File: src/hdl/eeprom_consts.svh
`ifndef EEPROM_CONSTS_SVH
`define EEPROM_CONSTS_SVH

// full byte address, block bits plus word address
`define EEPROM_ADDR_W 11

`define EEPROM_DATA_W 8

`define EEPROM_DEPTH 2048

// upper nibble of every control byte
`define EEPROM_DEVICE_CODE 4'b1010

// flops per bus line synchronizer
`define EEPROM_SYNC_STAGES 2

`endif
File: src/hdl/eeprom_pkg.sv
`default_nettype none

`include "eeprom_consts.svh"

package eeprom_pkg;

    localparam int unsigned mem_depth = `EEPROM_DEPTH;
    localparam logic [3:0] device_code = `EEPROM_DEVICE_CODE;

    typedef logic [`EEPROM_DATA_W-1:0] mem_word_t;
    typedef logic [`EEPROM_ADDR_W-1:0] mem_addr_t;

    typedef enum logic [3:0] {
        ph_idle,
        ph_control,
        ph_control_ack,
        ph_word_addr,
        ph_addr_ack,
        ph_write_data,
        ph_write_ack,
        ph_read_data,
        ph_master_ack
    } phase_e;

endpackage

`default_nettype wire

File: src/hdl/i2c_bus_pkg.sv
`default_nettype none

`include "eeprom_consts.svh"

package i2c_bus_pkg;

    // one bus event per scl cycle
    typedef enum logic [2:0] {
        ev_none,
        ev_start,
        ev_stop,
        ev_sample,
        ev_shift
    } line_event_e;

    typedef logic [`EEPROM_SYNC_STAGES-1:0] sync_chain_t;

endpackage

`default_nettype wire

File: src/hdl/eeprom_protocol_fsm.sv
`default_nettype none

module eeprom_protocol_fsm
    import i2c_bus_pkg::*;
    import eeprom_pkg::*;
(
    input  logic        scl,
    input  logic        arst_n,
    input  line_event_e line_event,
    input  logic        sda_level,
    output logic        sda_oe,
    output mem_addr_t   mem_addr,
    output mem_word_t   mem_wdata,
    output logic        mem_we,
    input  mem_word_t   mem_rdata
);

    phase_e    phase;
    logic [2:0] bit_cnt;
    logic      slot_done;
    logic      read_op;
    logic [2:0] block;
    mem_addr_t addr_ptr;
    mem_word_t rx_shift;
    mem_word_t tx_shift;
    mem_word_t rx_byte;
    logic      is_sample;
    logic      is_shift;
    logic      byte_done;
    logic      load_tx;

    assign is_sample = (line_event == ev_sample);
    assign is_shift  = (line_event == ev_shift);
    assign rx_byte   = {rx_shift[6:0], sda_level};
    assign byte_done = is_sample && (bit_cnt == 3'd7);
    assign mem_addr  = addr_ptr;

    // next outgoing byte loads after the control ack or a master ack
    assign load_tx = is_shift && slot_done &&
                     ((phase == ph_control_ack && read_op) || phase == ph_master_ack);

    always_ff @(posedge scl or negedge arst_n)
    begin
        if (!arst_n)
        begin
            phase     <= ph_idle;
            bit_cnt   <= '0;
            slot_done <= 1'b0;
            read_op   <= 1'b0;
            block     <= '0;
            addr_ptr  <= '0;
            sda_oe    <= 1'b0;
            mem_we    <= 1'b0;
        end
        else
        begin
            mem_we <= 1'b0;
            if (line_event == ev_stop)
            begin
                phase  <= ph_idle;
                sda_oe <= 1'b0;
            end
            else if (line_event == ev_start)
            begin
                phase     <= ph_control;
                bit_cnt   <= '0;
                slot_done <= 1'b0;
                sda_oe    <= 1'b0;
            end
            else if (load_tx)
            begin
                phase   <= ph_read_data;
                bit_cnt <= '0;
                sda_oe  <= ~mem_rdata[7];
            end
            else
            begin
                case (phase)
                    ph_control:
                    begin
                        if (is_sample)
                            bit_cnt <= bit_cnt + 3'd1;
                        if (byte_done)
                        begin
                            slot_done <= 1'b0;
                            if (rx_byte[7:4] == device_code)
                            begin
                                phase   <= ph_control_ack;
                                read_op <= rx_byte[0];
                                if (!rx_byte[0])
                                    block <= rx_byte[3:1];
                            end
                            else
                            begin
                                phase <= ph_idle;
                            end
                        end
                    end
                    ph_word_addr, ph_write_data:
                    begin
                        if (is_sample)
                            bit_cnt <= bit_cnt + 3'd1;
                        if (byte_done)
                        begin
                            slot_done <= 1'b0;
                            if (phase == ph_word_addr)
                            begin
                                phase    <= ph_addr_ack;
                                addr_ptr <= {block, rx_byte};
                            end
                            else
                            begin
                                phase  <= ph_write_ack;
                                mem_we <= 1'b1;
                            end
                        end
                    end
                    ph_control_ack, ph_addr_ack, ph_write_ack:
                    begin
                        if (is_sample)
                            slot_done <= 1'b1;
                        if (is_shift && !slot_done)
                            sda_oe <= 1'b1;
                        if (is_shift && slot_done)
                        begin
                            sda_oe  <= 1'b0;
                            bit_cnt <= '0;
                            // single byte writes only
                            if (phase == ph_control_ack)
                                phase <= ph_word_addr;
                            else if (phase == ph_addr_ack)
                                phase <= ph_write_data;
                            else
                                phase <= ph_idle;
                        end
                    end
                    ph_read_data:
                    begin
                        if (is_shift)
                            sda_oe <= ~tx_shift[7];
                        if (is_sample)
                            bit_cnt <= bit_cnt + 3'd1;
                        if (byte_done)
                        begin
                            phase     <= ph_master_ack;
                            slot_done <= 1'b0;
                        end
                    end
                    ph_master_ack:
                    begin
                        // release the line for the master ack bit
                        if (is_shift)
                            sda_oe <= 1'b0;
                        if (is_sample)
                        begin
                            if (!sda_level)
                            begin
                                slot_done <= 1'b1;
                                addr_ptr  <= addr_ptr + mem_addr_t'(1);
                            end
                            else
                            begin
                                phase <= ph_idle;
                            end
                        end
                    end
                    default:
                    begin
                        phase <= ph_idle;
                    end
                endcase
            end
        end
    end

    always_ff @(posedge scl)
    begin
        if (is_sample)
            rx_shift <= rx_byte;
        if (byte_done && phase == ph_write_data)
            mem_wdata <= rx_byte;
        if (load_tx)
            tx_shift <= {mem_rdata[6:0], 1'b0};
        else if (is_shift && phase == ph_read_data)
            tx_shift <= {tx_shift[6:0], 1'b0};
    end

endmodule

`default_nettype wire

File: config.mk
export PLATFORM = sky130hd
export DESIGN_NAME = eeprom_protocol_fsm
export DESIGN_NICKNAME = d
export VERILOG_FILES = /design/src/hdl/eeprom_pkg.sv /design/src/hdl/i2c_bus_pkg.sv /design/src/hdl/eeprom_protocol_fsm.sv
export VERILOG_INCLUDE_DIRS = /design/src /design/src/hdl
export SDC_FILE = /design/constraint.sdc
export NUM_CORES = 1
export LEC_CHECK = 0
export BUFFER_PORTS_ARGS = -buffer_cell sky130_fd_sc_hd__buf_2
export CAP_MARGIN = 10
export CELL_PAD_IN_SITES_DETAIL_PLACEMENT = 0
export CELL_PAD_IN_SITES_GLOBAL_PLACEMENT = 1
export CORE_MARGIN = 8
export CORE_UTILIZATION = 48
export CTS_CLUSTER_DIAMETER = 120
export DETAILED_ROUTE_END_ITERATION = 6
export GPL_TIMING_DRIVEN = 1
export PLACE_DENSITY = 0.91
export SLEW_MARGIN = 20
export SYNTH_ARGS = -nofsm -noshare
export SYNTH_HDL_FRONTEND = slang
export SYNTH_SLANG_ARGS = --single-unit
File: constraint.sdc
create_clock -name scl -period 4 [get_ports scl]
set_clock_uncertainty 0.05 [all_clocks]
set_input_delay 0.8 -clock scl [delete_from_list [all_inputs] [get_ports scl]]
set_output_delay 0.8 -clock scl [all_outputs]
set_load 0.03 [all_outputs]
# ---- After elaboration in Yosys (flattened, before gate mapping)
# Index checks and enable logic that the tools add are counted.
# W data, S select, Z words.
dict set report classes {
  eq_ne 34
  n_bitwise 6
  reduce_logical 24
  addsub 2
  n_mux 47
}
# operator count
set ops {}
lappend ops {{$mux W11} 4}
lappend ops {{$mux W4} 9}
lappend ops {{$ne A5 B5 Y1 const B} 5}
lappend ops {{$pmux W11 S2} 1}
lappend ops {{$pmux W4 S5} 1}
lappend ops {{$mux W1} 19}
lappend ops {{$mux W3} 6}
lappend ops {{$eq A4 B3 Y1 const B} 4}
lappend ops {{$mux W8} 2}
lappend ops {{$ne A5 B3 Y1 const B} 3}
lappend ops {{$reduce_and A7 Y1} 2}
lappend ops {{$reduce_and A6 Y1} 2}
lappend ops {{$add A11 B1 Y11 const B} 1}
lappend ops {{$eq A4 B2 Y1 const B} 2}
lappend ops {{$eq A4 B4 Y1 const B} 2}
lappend ops {{$ne A2 B2 Y1 const B} 4}
lappend ops {{$reduce_and A4 Y1} 2}
lappend ops {{$reduce_and A8 Y1} 1}
lappend ops {{$reduce_bool A4 Y1} 2}
lappend ops {{$logic_and A1 B1 Y1} 7}
lappend ops {{$eq A3 B2 Y1 const B} 2}
lappend ops {{$eq A3 B3 Y1 const B} 2}
lappend ops {{$ne A3 B2 Y1 const B} 2}
lappend ops {{$ne A6 B6 Y1 const B} 1}
lappend ops {{19 further kinds} 27}
dict set report word_totals {
  elab_cells 124
  out_inout_bits 21
  input_bits 14
  reg_bits 47
}

# ---- Longest topological paths before layout
dict set report depth {
  depth_word 8
  depth_mapped 8
  depth_no_buf 6
}

# ---- Worst setup path before layout
# No wires, ideal clock.
dict set report synth_path {
  path_kind {input to register}
  start {in line_event[1]}
  end {reg tx_shift[1], enable pin}
  setup_time_ns 0.346
  path_slack_ns 1.365
  t_arrival_ns 2.239
  n_path_buf 3
  path_stages 6
  required_time_ns 3.604
  path_cell_list {clkbuf_1 > nand4bb_1 > clkbuf_1 > a2111o_1 > clkbuf_1 > o21ai_0}
}
dict set report synth_via {
  elab_chain_len 4
  elab_cells_between_ends 5
  cone_classes {eq/ne: 1; reduce/logical: 4}
}
# item line_no
set synth_lines {}
lappend synth_lines {{start: declaration} eeprom_protocol_fsm.sv:9} ;# input line_event_e line_event,
lappend synth_lines {{$eq A3 B3 Y1 (*)} eeprom_protocol_fsm.sv:33} ;# assign is_shift = (line_event == ev_shift);
lappend synth_lines {{$logic_and A1 B1 Y1 (2 in a row)} eeprom_protocol_fsm.sv:39} ;# assign load_tx = is_shift && slot_done &&
lappend synth_lines {{$reduce_bool A2 Y1 (no line) (*)} n/a}
lappend synth_lines {{end signal: assignment} eeprom_protocol_fsm.sv:183} ;# tx_shift <= {mem_rdata[6:0], 1'b0};
lappend synth_lines {{end signal: assignment} eeprom_protocol_fsm.sv:185} ;# tx_shift <= {tx_shift[6:0], 1'b0};
lappend synth_lines {{end: declaration} eeprom_protocol_fsm.sv:25} ;# mem_word_t tx_shift;
# Mark *: on every way between the ends. The rest lies on a longest branch, timed or not.
# A chain may end at the register's enable or synchronous reset.

# ---- Final worst setup path
dict set report layout_path {
  start {reg phase[1]}
  end {reg addr_ptr[0], in the netlist mem_addr[0]}
}
dict set report layout_via {
  elab_chain_len 6
  elab_cells_between_ends 16
  cone_classes {eq/ne: 8; mux: 1; bitwise: 1; reduce/logical: 6}
}
# item line_no
set layout_lines {}
lappend layout_lines {{start: declaration} eeprom_protocol_fsm.sv:18} ;# phase_e phase;
lappend layout_lines {{start signal: assignment} eeprom_protocol_fsm.sv:46} ;# phase <= ph_idle;
lappend layout_lines {{start signal: assignment} eeprom_protocol_fsm.sv:60} ;# phase <= ph_idle;
lappend layout_lines {{start signal: assignment} eeprom_protocol_fsm.sv:65} ;# phase <= ph_control;
lappend layout_lines {{parallel branches: the longest is 6 deep, another holds $reduce_and A8 Y1} n/a}
lappend layout_lines {{end signal: assignment} eeprom_protocol_fsm.sv:109} ;# addr_ptr <= {block, rx_byte};
lappend layout_lines {{end signal: assignment} eeprom_protocol_fsm.sv:159} ;# addr_ptr <= addr_ptr + mem_addr_t'(1);
lappend layout_lines {{end: declaration} eeprom_protocol_fsm.sv:23} ;# mem_addr_t addr_ptr;
# Parallel ways; which one is timed is not known.

==> impl_summary.md <==
Place
The cell area after placement is 2740 µm². During placement, the flow inserted port buffers numbering 34. The placer's final routability congestion estimate is 0.837. Including well taps, the total number of placed cells is about 330. The final HPWL from detailed placement is around 3.7 mm.

Detailed routing
After detailed routing, the total wire length is between 5 and 6 mm. The count of TritonRoute iterations in the first routing pass is 4. Dividing the detail-routed wire length by the instance count gives between 15 and 20 µm. The total via count in the routed design is 1924.

Dividing the detail-routed via count by the number of cells gives 5.71. The starting DRC count in detailed routing is 170. The DRC violations left is 0.

The detail route stage leaves a number of antenna-violating nets equal to 0.

Clock network
The number of setup buffers added after CTS is 0. The number of clock sinks is 47. The CTS tree is built. Counting along the longest clock path gives a buffer depth of 2. Clock-pin slew was measured on the worst setup and hold paths at 0.09 ns. CTS placed an instance of sky130_fd_sc_hd__clkbuf_8 at the clock tree root. The post-cts gate resize count is 0. Buffers inserted to repair hold after CTS numbered 0. CTS built an H-tree with a depth of 2. For the worst-skew pair, the clock arrives at the later sink with an insertion delay of 0.30 ns. The number of CTS-inserted buffers is 5.

Power
Of the total power, registers draw 0.488. The total design power is 1.25 mW. The power density over cell area is 439 nW/µm².

The share of total power dissipated in combinational logic is 0.237. Summed over all nets, the switching power comes to 399 µW. IR analysis of the VDD net gives a maximum drop of 0.288 mV.

The relative contribution of the clock network to total power is 0.275. Of the total power, the share spent switching nets is 0.320. Cell internal power was estimated by the tool at 850 µW. The total leakage power is approximately 1.2 nW.

Final layout
The top cell types in the final layout, fill and taps aside, are sky130_fd_sc_hd__buf_2, sky130_fd_sc_hd__nand2_1, sky130_fd_sc_hd__dfrtp_1. The post-route non-filler standard cell count is approximately 340. The net count of the finished layout is 283. After routing the design area is 2850 µm². The commonest non-fill, non-tap cell in the layout is sky130_fd_sc_hd__buf_2.

The share of cells above drive strength 1 is 0.258. The repair_antennas step left the layout with diodes totalling 0. The layout-stage area growth over the synthesis result is 12.5%. Once layout is complete, the utilization of the core stands at 0.557.

Job
The count of maximum capacitance violations is 0.

Critical path
The maximum fanout encountered on the critical timing path is 22. The source of the worst register-to-register timing path is phase[1]. For this run, the slowest stage of the critical path takes 0.79 ns. The kind of cell with the highest combined delay along the critical path is simple AND/OR/NAND/NOR gates. The endpoint of the lowest-slack register-to-register path is mem_addr[0]. The signal on the critical path passes through or4b_1 > or3_4 > a211oi_4 > buf_4 > mux2i_1 > nand2_1. The slowest cell on the critical path is sky130_fd_sc_hd__or4b_1. For the worst setup path, the data arrival time is 2.95 ns. The buffer and inverter count on the worst path is 1.

The cell depth of the worst flop-to-flop path is 6. For the worst setup path, the data required time is roughly 4.1 ns. The reg-to-reg setup timing slack is 1.18 ns. The worst setup path is launched from a flip-flop.

The startpoint-to-endpoint class of the critical path is flip-flop to flip-flop. STA classifies the critical path endpoint as a flip-flop.

Synthesis
For this run, the number of Yosys warnings is 0. The count of unique library cells instantiated by Yosys is 50. The sequential area share after synthesis is 0.508. The most instantiated flip-flop cell in the synthesis netlist is sky130_fd_sc_hd__dfrtp_1. Synthesis produced a netlist whose cell count is 239. The number of enable flip-flop cells after synthesis is 22. The synthesized cell area is approximately 2500 µm². In this run, synthesis produced a sequential element count of 47.

The share of flip-flops with an asynchronous set or reset after synthesis is 0.532. The number of nets in the synthesized netlist is about 260. The mean post-synth cell area is around 11 µm².

Global route
The maximum number of pins on one net before global-route repair is 26. The first global-routing pass estimated 8.83 mm of wire. For this run the aggregate overflow at the end of global routing stands at 0. In the global route stage, overall resource usage came out at 0.146. The number of antenna violations at the first check in global routing is 0. The via count of the first global-routing pass is 1805.

STA
Setup violations remaining at the end of the flow were counted as 0. The worst slew margin relative to its limit is 0.396. Setup repair after global routing left no endpoint under its margin. The number of hold violations in the final report is 0.

For this run, the top clock speed supported by timing is 355 MHz. In the final timing run, aggregate negative setup slack is 0 ns. The pin slew with the least headroom to its limit is 0.897 ns.

The total count of max-transition violations in the final report is 0. The worst path in the final design needs a cycle of 2.82 ns, including I/O delays and setup. In the finished design, the share of the clock period the worst path needs comes to 0.704.

Outcome
The flow ran to the end, and the final reports show no timing, DRC or antenna violations.

Die
The placeable core area is roughly 5000 µm². The die is between 80 and 90 µm wide. The die covers between 7000 and 8000 µm². The initialized floorplan defines 26 standard-cell rows. The die height is 88.6 µm. 35 I/O pins were placed. The starting density of the core is 0.495.

Hold path
The type of the most critical hold path is flip-flop to flip-flop. Along the worst hold path, the cell count comes to 2. The worst hold path terminates at bit_cnt[1]. In this run the most critical hold path is launched from bit_cnt[1].
[worst register-to-register path: cells and delay by family (launching register included)]
kind | cells | cell delay, ns
simple gates | 3 | 1.29
flops | 1 | 0.62
buf+inv | 1 | 0.31
mux | 1 | 0.24
compound gates | 1 | 0.19
[sequential cells by signal, indices dropped and copies added, names as in the netlist]
name and count:
phase 4, bit_cnt 3, block 3, slot_done 1, mem_addr 11, rx_shift 7
mem_wdata 8, tx_shift 7, read_op 1, sda_oe 1, mem_we 1
[power groups by stage]
stage	clock, mW	sequential [mW]	combinational [mW]
after floorplan	0	0.583	0.260
after global placement	0	0.614	0.292
after detailed placement	0	0.618	0.296
after CTS	0.352	0.608	0.297
after global routing	0.367	0.617	0.335
final	0.343	0.610	0.296
[metal layers]
| metal | share of wire | global-route usage | vias up |
|---|---|---|---|
| met5 | 0 | 0 | - |
| met4 | 0.015 | 0.0691 | 0 |
| met3 | 0.061 | 0.0325 | 8 |
| met2 | 0.46 | 0.215 | 52 |
| met1 | 0.46 | 0.197 | 918 |
| li1 | - | - | 946 |
[synthesized netlist by cell type (2+ instances only)]
library cell,number,area (µm²)
sky130_fd_sc_hd__a21o_1,3,22.5
sky130_fd_sc_hd__a21oi_1,20,100
sky130_fd_sc_hd__a21oi_2,8,70.1
sky130_fd_sc_hd__a41o_1,2,20.0
sky130_fd_sc_hd__and3_1,4,25.0
sky130_fd_sc_hd__and3b_1,3,26.3
sky130_fd_sc_hd__buf_6,2,22.5
sky130_fd_sc_hd__clkbuf_1,13,48.8
sky130_fd_sc_hd__dfrtp_1,25,626
sky130_fd_sc_hd__edfxtp_1,22,661
sky130_fd_sc_hd__ha_1,3,37.5
sky130_fd_sc_hd__mux2_2,12,135
sky130_fd_sc_hd__mux2i_1,4,40.0
sky130_fd_sc_hd__nand2_1,26,97.6
sky130_fd_sc_hd__nand2b_1,6,37.5
sky130_fd_sc_hd__nand3_1,8,40.0
sky130_fd_sc_hd__nand4_1,5,31.3
sky130_fd_sc_hd__nor2_1,18,67.6
sky130_fd_sc_hd__nor2b_1,6,37.5
sky130_fd_sc_hd__o211ai_1,2,15.0
sky130_fd_sc_hd__o21ai_0,11,55.1
sky130_fd_sc_hd__o22ai_1,6,37.5
sky130_fd_sc_hd__o31ai_1,2,15.0
sky130_fd_sc_hd__xor2_1,2,17.5
[area by class of cell]
cell class | instances | area [µm²]
clock buffers | 6 | 72.6
multi-input cells | 174 | 1160
well taps | 70 | 87.6
inverters | 1 | 3.75
clock inverters | 2 | 37.5
repair buffers | 37 | 193
flip-flops and latches | 47 | 1290
fillers | 464 | 2260
[through the flow]
stage,setup WS (ns),hold WS (ns)
after floorplan,1.36,0.386
after global placement,1.19,0.418
after detailed placement,1.16,0.422
after CTS,1.20,0.442
after global routing,1.07,0.465
final,1.18,0.449
[worst max-delay path by stage]
stage,from,endpoint,slack (ns),cells past startpoint
floorplan,line_event[1],tx_shift[1],1.36,6
global placement,line_event[0],tx_shift[6],1.19,4
detailed placement,line_event[0],mem_addr[0],1.16,7
CTS,phase[1],mem_addr[0],1.20,6
global route,phase[1],mem_addr[0],1.07,6
finish,phase[1],mem_addr[0],1.18,6
[cells by family after synthesis]
group                      synth area share
and+or+nand+nor                       0.182
AOI/OAI and AO/OA                     0.176
xor gates and xnor gates             0.0104
muxes                                0.0692
adders and majority gates            0.0188
buffers and inverters                0.0346
DFF                                   0.508
Note: power is estimated with default switching activity, not from simulation.
