**config.mk**
```make
export PLATFORM = sky130hd
export DESIGN_NAME = i2c_line_monitor
export DESIGN_NICKNAME = d
export VERILOG_FILES = /design/src/hdl/i2c_bus_pkg.sv /design/src/hdl/i2c_line_monitor.sv
export VERILOG_INCLUDE_DIRS = /design/src /design/src/hdl
export SDC_FILE = /design/constraint.sdc
export NUM_CORES = 1
export LEC_CHECK = 0
export ABC_CLOCK_PERIOD_IN_PS = 1400
export BUFFER_PORTS_ARGS = -buffer_cell sky130_fd_sc_hd__buf_2
export CORE_AREA = 2 2 39 41
export CTS_BUF_LIST = sky130_fd_sc_hd__clkbuf_4 sky130_fd_sc_hd__clkbuf_8 sky130_fd_sc_hd__clkbuf_16
export CTS_CLUSTER_DIAMETER = 120
export DETAILED_ROUTE_END_ITERATION = 10
export DIE_AREA = 0 0 41 43
export GPL_ROUTABILITY_DRIVEN = 0
export SLEW_MARGIN = 25
export SYNTH_ARGS = -nofsm -noshare
export SYNTH_HDL_FRONTEND = slang
export SYNTH_SLANG_ARGS = --single-unit
```
**constraint.sdc**
```tcl
create_clock -name scl -period 1.4 [get_ports scl]
set_clock_uncertainty 0.05 [all_clocks]
set_input_delay 0 -clock scl [delete_from_list [all_inputs] [get_ports scl]]
set_output_delay 0 -clock scl [all_outputs]
set_load 0.01 [all_outputs]
```
**src/hdl/eeprom_consts.svh**
```systemverilog
`ifndef EEPROM_CONSTS_SVH
`define EEPROM_CONSTS_SVH

// full byte address, block bits plus word address
`define EEPROM_ADDR_W 11

`define EEPROM_DATA_W 8

`define EEPROM_DEPTH 2048

// upper nibble of every control byte
`define EEPROM_DEVICE_CODE 4'b1010

// flops per bus line synchronizer
`define EEPROM_SYNC_STAGES 2

`endif
```
**src/hdl/i2c_bus_pkg.sv**
```systemverilog
`default_nettype none

`include "eeprom_consts.svh"

package i2c_bus_pkg;

    // one bus event per scl cycle
    typedef enum logic [2:0] {
        ev_none,
        ev_start,
        ev_stop,
        ev_sample,
        ev_shift
    } line_event_e;

    typedef logic [`EEPROM_SYNC_STAGES-1:0] sync_chain_t;

endpackage

`default_nettype wire

```
**src/hdl/i2c_line_monitor.sv**
```systemverilog
`default_nettype none

`include "eeprom_consts.svh"

module i2c_line_monitor
    import i2c_bus_pkg::*;
(
    input  logic        scl,
    input  logic        arst_n,
    input  logic        bus_clk,
    input  logic        sda_in,
    output line_event_e line_event,
    output logic        sda_level
);

    sync_chain_t clk_sync;
    sync_chain_t sda_sync;
    logic        clk_prev;
    logic        sda_prev;
    logic        clk_now;
    logic        sda_now;
    line_event_e event_next;

    assign clk_now   = clk_sync[`EEPROM_SYNC_STAGES-1];
    assign sda_now   = sda_sync[`EEPROM_SYNC_STAGES-1];
    assign sda_level = sda_prev;

    // start and stop only count while the clock line is high
    always_comb
    begin
        event_next = ev_none;
        if (clk_now && sda_prev && !sda_now)
            event_next = ev_start;
        else if (clk_now && !sda_prev && sda_now)
            event_next = ev_stop;
        else if (clk_now && !clk_prev)
            event_next = ev_sample;
        else if (!clk_now && clk_prev)
            event_next = ev_shift;
    end

    // idle bus is high on both lines
    always_ff @(posedge scl or negedge arst_n)
    begin
        if (!arst_n)
        begin
            clk_sync   <= '1;
            sda_sync   <= '1;
            clk_prev   <= 1'b1;
            sda_prev   <= 1'b1;
            line_event <= ev_none;
        end
        else
        begin
            clk_sync   <= {clk_sync[`EEPROM_SYNC_STAGES-2:0], bus_clk};
            sda_sync   <= {sda_sync[`EEPROM_SYNC_STAGES-2:0], sda_in};
            clk_prev   <= clk_now;
            sda_prev   <= sda_now;
            line_event <= event_next;
        end
    end

endmodule

`default_nettype wire

```
Word-level counts from Yosys, hierarchy flattened
Index checks and enable logic that the tools add are counted.
- multiplexer cells: 4
- reduce and logical (&&, ||, !) cells: 10
- operators with widths (cell ; number):
    3-bit 2-to-1 mux ; 4
    1-bit logical AND ; 6
    1-bit logical NOT ; 4
- register bits: 9
- output and inout bits: 4
- word-level logic and storage cells: 19

Depth between registers and ports, before layout
Gate-level depths: netlist of the first run.
- depth after elaboration: 6
- gate-level depth with buffers: 2

Worst setup path after synthesis of the first run
OpenSTA, ideal clock, no wires.
- path type: flip-flop to flip-flop
- start point: register clk_sync[1]
- end point: register line_event[0]
- library setup time: 0.074 ns
- arrival time: 0.849 ns
- setup slack: 0.427 ns
- stages on the path, launching flop included: 3
- buffers on the path: 0
- path through: dfstp_2 -> or2b_1 -> o21ai_2
- word-level cells in the longest chain between the ends: 4
- elaborated cells between the ends (all ways): 8
- those cells by class: mux: 3; reduce/logical: 5
- RTL lines (item ; line ; text):
    from (decl) ; i2c_line_monitor.sv:16 ; sync_chain_t clk_sync;
    from (signal assigned) ; i2c_line_monitor.sv:55 ; clk_sync <= {clk_sync[`EEPROM_SYNC_STAGES-2:0], bus_clk};
    1-bit logical AND, on equally long branches ; i2c_line_monitor.sv:36, i2c_line_monitor.sv:34 ;
    3-bit 2-to-1 mux or 1-bit logical AND (tied branches) ; i2c_line_monitor.sv:36, i2c_line_monitor.sv:34 ;
    3-bit 2-to-1 mux ; i2c_line_monitor.sv:34 ; else if (clk_now && !sda_prev && sda_now)
    3-bit 2-to-1 mux * ; i2c_line_monitor.sv:32 ; if (clk_now && sda_prev && !sda_now)
    net event_next[0] ; i2c_line_monitor.sv:22 ; line_event_e event_next;
    to (signal assigned) ; i2c_line_monitor.sv:51 ; line_event <= ev_none;
    to (signal assigned) ; i2c_line_monitor.sv:59 ; line_event <= event_next;
    to (decl) ; i2c_line_monitor.sv:12 ; output line_event_e line_event,
The timed path passes the listed nets; every way through them passes the cells marked *.

Worst setup path in the final report of the first run
Same ends and word-level chain as after synthesis.

==> impl_metrics.ini, run 1 <==
[route]
via_per_inst = 3.72
vias = 175
drt_iter0_drc = 1
wl_per_cell_um = 9.70
top_layer_used = met3
met3_length_um = 48
firstDrtPassIters = 2
finalWirelength_um = 456
drc = 0
ant_nets = 0
wl_met1_um = 178
met2_length_um = 229

[sta]
fmax_mhz = 968
period_share_pct = 73.8
worst_pin_slew_ns = 0.198
rsz0062_at_grt = no
finalSetupViolCount = 0
report.final.slew_viol_count = 0
slew_headroom_pct = 86.8
min_period_ns = 1.03
whs_ns = 0.0675
tns_ns = 0
hold_viol = 0

[critical_path]
critPathKind = register to register
crit_path_start = clk_sync[1]$_DFF_PN1_
crit_fanout = 5
cp.arrival_ns = 1.17
start_kind = register
required_ns = 1.54
reg2reg_from = clk_sync[1]$_DFF_PN1_
endpoint_kind = register
regToRegSetupSlack_ns = 0.37

[layout]
nNetsFinal = 36
nFillCells = 145
drive_above_1_share_pct = 61.3
fin_util_pct = 29.3
multi_input_area_um2 = 57.6
final_common_cell = buf_2
diodes = 0
final_cell_mix = buf_2, dfstp_2, clkbuf_4
final_area_um2 = 405
syn2layout_area_growth_pct = 39.7
final_cells = 47
regArea_um2 = 233

[logic_synthesis]
yosys_warnings = 0
netlist_area_um2 = 290
synth.top_cell.area_share_pct = 54.3
synth_area_leader_cell = dfstp_2
netlist_top_cells_area = dfstp_2, dfrtp_1, and2b_2
ys_types = 10
ys_seq_elements = 9
synth_cells = 17
synth_area_per_cell_um2 = 17.1
yosysSeqAreaShare_pct = 80.2
synth.net_count = 21

[grt]
antenna_found_initial = 0
grt_pass1_vias = 214
overflow = 0
globalRouteTotalUtil_pct = 7.34
grt_pass1_wl_um = 800
grt_max_degree = 10

[floorplan]
dieArea_um2 = 1760
coreArea_um2 = 1380
die_w_um = 41
initial_core_util_pct = 21.0
core.rowCount = 14
io_pins = 8
die_h_um = 43

[power_and_ir_drop]
power_density_nw_per_um2 = 1340
p_leak_nw = 0.185
peakVddDrop_mv = 0.413

[run]
maxCapViolCount = 0

[place]
dpl.hpwl_um = 321
dpl-instance-area_um2 = 345
dp.cells = 40
port_buffers = 7

[clock_network]
clk_pin_slew_ns = 0.06
cts-root-buf = clkbuf_4
clock_sinks = 9
clock_latency_ns = 0.26
cts_made_buffers = 3
ctsResizeCount = 0
clockBufferDepth = 2
cts_tree = yes
cts-htree-levels = 1

[hold_path]
holdCritPathClass = input port to asynchronous set/reset pin

[run_status]
status = complete, no violations
## timing repair
action,CTS,global route
hold buffers,3,0
endpoints found under the hold margin,11,0
setup buffers,0,0
## flip-flops by register name (all words and copies together), names as in the netlist
| signal | flops |
|---|---|
| line_event | 3 |
| clk_prev | 1 |
| clk_sync | 2 |
| sda_level | 1 |
| sda_sync | 2 |
## cell usage after synthesis
master	n
nor2_1	1
o21ai_2	1
dfstp_2	6
a21boi_0	1
dfrtp_1	3
nor2b_1	1
and2b_2	1
o21a_1	1
or2b_1	1
nand3b_1	1
## layout make-up
| type | instances | area share [%] |
|---|---|---|
| clock buffers | 4 | 7.41 |
| multi-input cells | 8 | 14.2 |
| flip-flops and latches | 9 | 57.4 |
| well taps | 16 | 4.94 |
| repair buffers | 10 | 16.0 |
## per-layer routing
layer,GRT usage (%),vias up
li1,-,83
met1,6.42,84
met2,11.9,8
met3,3.14,0
met4,6.00,0
met5,0,-
## power by group
part	leakage (nW)	internal, mW	switching [mW]	total [mW]
combinational	0.0647	0.0201	0.0166	0.0367
clock	0.0184	0.129	0.0879	0.217
sequential	0.102	0.282	0.00763	0.289
## worst paths after layout
check                                     endpoint  depth (start not counted)
min in group scl             clk_sync[1]$_DFF_PN1_                          0
hold reg to reg              clk_sync[1]$_DFF_PN1_                          0
hold / removal             line_event[1]$_DFF_PN0_                          2
setup / recovery           line_event[0]$_DFF_PN0_                          2
setup reg to reg           line_event[0]$_DFF_PN0_                          2
max in group asynchronous       clk_prev$_DFF_PN1_                          2
## logic make-up (layout without fill, tap and decap cells)
| family | Yosys count | count (layout) | synth area share [%] |
|---|---|---|---|
| flip-flops | 9 | 9 | 80.2 |
| buffers and inverters | 0 | 14 | 0 |
| AO/OA/AOI/OAI | 3 | 3 | 8.19 |
| AND/OR/NAND/NOR | 5 | 5 | 11.6 |
## worst max-delay path, stage by stage (launching register included)
cell	delay (ns)
dfstp_2	0.56
or2b_1	0.24
o21ai_2	0.11
## metrics by stage
step                      total power [mW]  setup WS [ns]
after floorplan                      0.306          0.427
after global placement               0.321          0.421
after detailed placement             0.326          0.372
after CTS                            0.556          0.358
after global routing                 0.572          0.328
final                                0.543          0.367
(Power assumes the default switching activity.)
==> run 2: changes to the inputs <==
Settings changed: ABC_CLOCK_PERIOD_IN_PS 1400 to 1000.
Clock period 1.4 ns to 1 ns, I/O delays scaled along.
==> run 2 against run 1 <==
Clock-buffer cell count did not move. Sequential share of layout area fell by 2.9 points. Setup slack got worse by 0.36 ns. Cell area rose by 5.2%. Flip-flop and latch count did not move. Non-clock buffer count rose by 2. Critical path type unchanged.
==> impl_metrics.ini, run 2 (synthesis gave the netlist of run 1 again) <==
[clock_network]
cts_made_buffers = 3
cts-root-buf = clkbuf_4
clk_pin_slew_ns = 0.06
clockBufferDepth = 2
clock_latency_ns = 0.26
cts_tree = yes
cts-htree-levels = 1
clock_sinks = 9

[route]
wl_per_cell_um = 9.43
firstDrtPassIters = 1
ant_nets = 0
vias = 187
via_per_inst = 3.82
drt_iter0_drc = 0
drc = 0
finalWirelength_um = 462

[layout]
syn2layout_area_growth_pct = 47.0
drive_above_1_share_pct = 63.6
nFillCells = 141
regArea_um2 = 233
final_cell_mix = dfstp_2, buf_2, clkbuf_4
multi_input_area_um2 = 57.6
largest_register = line_event
fin_util_pct = 30.8
final_area_um2 = 427
nNetsFinal = 38
diodes = 0
largest_reg_flops = 3
top_regs = line_event (3), clk_sync (2), sda_sync (2)

[critical_path]
cp.arrival_ns = 1.14
required_ns = 1.15
max_stage_delay_ns = 0.54
critPathKind = register to register
critPathTopFamily = flip-flops
crit_fanout = 4
path_cells = or2b_1 > o21ai_2
start_kind = register
path_buf_inv = 0
crit_path_top_delay_cell = dfstp_2
endpoint_kind = register

[power_and_ir_drop]
p_int_uw = 611
pwr-share-seq_pct = 52.5
p_switching_uw = 160
swShare_pct = 20.8
p_comb_share_pct = 7.9
peakVddDrop_mv = 0.801
power_frac_clock_pct = 39.6
p_leak_nw = 0.197
power_density_nw_per_um2 = 1810

[run_status]
status = complete, no violations

[sta]
hold_viol = 0
min_period_ns = 0.991
finalSetupViolCount = 0
tns_ns = 0
rsz0062_at_grt = yes
setup_ws_ns = 0.00944
worst_pin_slew_ns = 0.191
slew_headroom_pct = 87.3
period_share_pct = 99.1
report.final.slew_viol_count = 0
fmax_mhz = 1010

[grt]
grt_max_degree = 10
grt_pass1_wl_um = 834
antenna_found_initial = 0
grt_pass1_vias = 214
globalRouteTotalUtil_pct = 7.95
overflow = 0

[place]
dpl.hpwl_um = 299
pre_cts_slack_ns = -0.000713
port_buffers = 7
dpl-instance-area_um2 = 345

[floorplan]
die_w_um = 41
coreArea_um2 = 1380
io_pins = 8
core.rowCount = 14
dieArea_um2 = 1760
die_h_um = 43
initial_core_util_pct = 21.0

[hold_path]
holdCritPathClass = input port to asynchronous set/reset pin

[run]
maxCapViolCount = 0
[run 2: cell type report]
class                           instances  share of cell area [%]
Multi-Input combinational cell          8                    13.5
Clock buffer                            4                    7.04
Sequential cell                         9                    54.5
Timing Repair Buffer                   12                    20.2
Tap cell                               16                    4.69
[run 2: metal layers]
metal	track usage, %	vias up	share of wire [%]
met1	6.42	88	31
li1	-	87	-
met4	4.00	0	0
met3	8.38	0	15
met5	0	-	0
met2	11.6	12	54
[run 2: final timing paths]
path,end,slack (ns),from,cells past startpoint
setup / recovery,line_event[0]$_DFF_PN0_,0.009,clk_sync[1]$_DFF_PN1_,2
hold / removal,line_event[1]$_DFF_PN0_,0.05,arst_n,2
setup reg to reg,line_event[0]$_DFF_PN0_,0.009,clk_sync[1]$_DFF_PN1_,2
hold reg to reg,clk_sync[1]$_DFF_PN1_,0.31,clk_sync[0]$_DFF_PN1_,0
max in group asynchronous,clk_sync[0]$_DFF_PN1_,0.60,arst_n,2
min in group scl,clk_sync[1]$_DFF_PN1_,0.31,clk_sync[0]$_DFF_PN1_,0
[run 2: metrics by stage]
stage	hold WS, ns	std cells	total power [mW]
after floorplan	-0.346	17	0.429
after global placement	-0.207	40	0.450
after detailed placement	-0.192	40	0.455
after CTS	0.0584	49	0.776
after global routing	0.0676	49	0.812
final	0.0530	49	0.771
[run 2: timing repair]
action                                  in CTS  in global routing
hold buffers                                 3                  0
gates resized for setup                      0                  2
setup buffers                                2                  0
gates cloned                                 0                  0
endpoints found under the hold margin       11                  0
endpoints found under the setup margin       2                  3
[run 2: power by group through the flow]
| stage | sequential [mW] | clock, mW | combinational (mW) |
|---|---|---|---|
| 6_report | 0.405 | 0.305 | 0.0606 |
| 5_1_grt | 0.409 | 0.336 | 0.0668 |
| 4_1_cts | 0.404 | 0.312 | 0.0594 |
| 3_5_place_dp | 0.412 | 0 | 0.0434 |
| 3_3_place_gp | 0.409 | 0 | 0.0411 |
| 2_1_floorplan | 0.415 | 0 | 0.0141 |
==> run 3: changes to the inputs <==
==> constraint.sdc (replaced) <==
create_clock -name scl -period 1 [get_ports scl]
set_clock_uncertainty 0.05 [all_clocks]
set_input_delay 0.1 -clock scl [delete_from_list [all_inputs] [get_ports scl]]
set_output_delay 0.1 -clock scl [all_outputs]
set_load 0.01 [all_outputs]
==> run 3 against run 2 <==
The flow now finishes with violations (negative setup slack). Flip-flop and latch count unchanged. Combinational power up 18%. Routed wire length up 7.6%. Largest power group unchanged.
==> impl_metrics.ini, run 3 (synthesis gave the netlist of run 1 again) <==
[run_status]
status = complete, but fails checks
failed_checks = negative setup slack

[clock_network]
cts-htree-levels = 1
clockBufferDepth = 2
cts_made_buffers = 3
cts-root-buf = clkbuf_4
cts_tree = yes
clk_pin_slew_ns = 0.06
clock_sinks = 9
clock_latency_ns = 0.26

[layout]
fin_util_pct = 32.6
top_regs = line_event (3), clk_sync (2), sda_sync (2)
largest_reg_flops = 3
diodes = 0
syn2layout_area_growth_pct = 55.6
drive_above_1_share_pct = 71.4
largest_register = line_event
final_cell_mix = dfstp_2, buf_2, clkbuf_4
nNetsFinal = 40
final_area_um2 = 452

[critical_path]
critPathKind = register to primary output
start_kind = register
cp.arrival_ns = 0.91
reg2reg_from = sda_level$_DFF_PN1_
crit_fanout = 2
required_ns = 0.85
critPathTopFamily = flip-flops
path_cells = buf_6
max_stage_delay_ns = 0.55
endpoint_kind = primary output
crit_path_top_delay_cell = dfstp_2
crit_path_start = sda_level$_DFF_PN1_
path_buf_inv = 1

[floorplan]
core.rowCount = 14
die_w_um = 41
initial_core_util_pct = 21.0
die_h_um = 43
io_pins = 8
coreArea_um2 = 1380
dieArea_um2 = 1760

[power_and_ir_drop]
power_density_nw_per_um2 = 1740
p_leak_nw = 0.209
peakVddDrop_mv = 0.803

[hold_path]
holdCritPathClass = input port to asynchronous set/reset pin

[sta]
fmax_mhz = 942
worst_pin_slew_ns = 0.191
hold_viol = 0
report.final.slew_viol_count = 0
setup_ws_ns = -0.0611
slew_headroom_pct = 87.2
period_share_pct = 106
min_period_ns = 1.06
finalSetupViolCount = 3
rsz0062_at_grt = yes
whs_ns = 0.151

[route]
ant_nets = 0
finalWirelength_um = 497
drc = 0
via_per_inst = 3.86
wl_per_cell_um = 9.75
drt_iter0_drc = 0
vias = 197
firstDrtPassIters = 1

[grt]
antenna_found_initial = 0
globalRouteTotalUtil_pct = 7.95
grt_pass1_vias = 213
grt_pass1_wl_um = 834
overflow = 0
grt_max_degree = 10

[place]
dpl-instance-area_um2 = 345
port_buffers = 7
dpl.hpwl_um = 299

[run]
maxCapViolCount = 0
[run 3: cell count changes in the layout (fill, tap and decap cells not counted), sizes merged]
| cell | before | now |
|---|---|---|
| buf | 9 | 11 |
[run 3: area by class of cell]
cell class	count	area, µm²
clock buffers	4	30.0
repair buffers	14	105
flip-flops and latches	9	233
multi-input cells	8	63.8
well taps	16	20.0
fillers	140	932
[run 3: final timing paths]
| path | cells after the start | end | slack (ns) |
|---|---|---|---|
| max | 1 | sda_level | -0.06 |
| min | 2 | line_event[1]$_DFF_PN0_ | 0.15 |
| max reg2reg | 3 | line_event[1]$_DFF_PN0_ | -0.04 |
| min reg2reg | 0 | clk_sync[1]$_DFF_PN1_ | 0.31 |
| max in group asynchronous | 2 | clk_sync[0]$_DFF_PN1_ | 0.50 |
| min in group scl | 0 | clk_sync[1]$_DFF_PN1_ | 0.31 |
[run 3: report_power, final]
group / internal, mW / leakage [nW] / total (mW) / switching [mW]
logic: 0.0432 / 0.0893 / 0.0717 / 0.0284
clock network: 0.181 / 0.0184 / 0.308 / 0.127
registers: 0.394 / 0.102 / 0.405 / 0.0102
total: 0.619 / 0.209 / 0.784 / 0.166
[run 3: metrics by stage]
step           setup TNS (ns)  total power [mW]  cells  setup WS (ns)
2_1_floorplan               0             0.429     17         0.0268
3_3_place_gp                0             0.450     40         0.0201
3_5_place_dp        -0.000713             0.455     40      -0.000713
4_1_cts                -0.113             0.779     49        -0.0574
5_1_grt                -0.201             0.823     51        -0.0896
6_report               -0.123             0.784     51        -0.0611
[run 3: per-layer routing]
metal  track usage [%]  vias to the layer above  wire length (µm)
li1                  -                       91                 -
met1              6.76                       94               152
met2              11.6                       12               275
met3              7.85                        0                69
met4              4.00                        0                 0
met5                 0                        -                 0
[run 3: repair_timing]
action | CTS | global route
hold buffers | 3 | 0
gates cloned | 0 | 0
setup buffers | 2 | 2
endpoints found under the hold margin | 11 | 0
gates resized for setup | 1 | 4
pin swaps | 0 | 2
endpoints found under the setup margin | 2 | 3
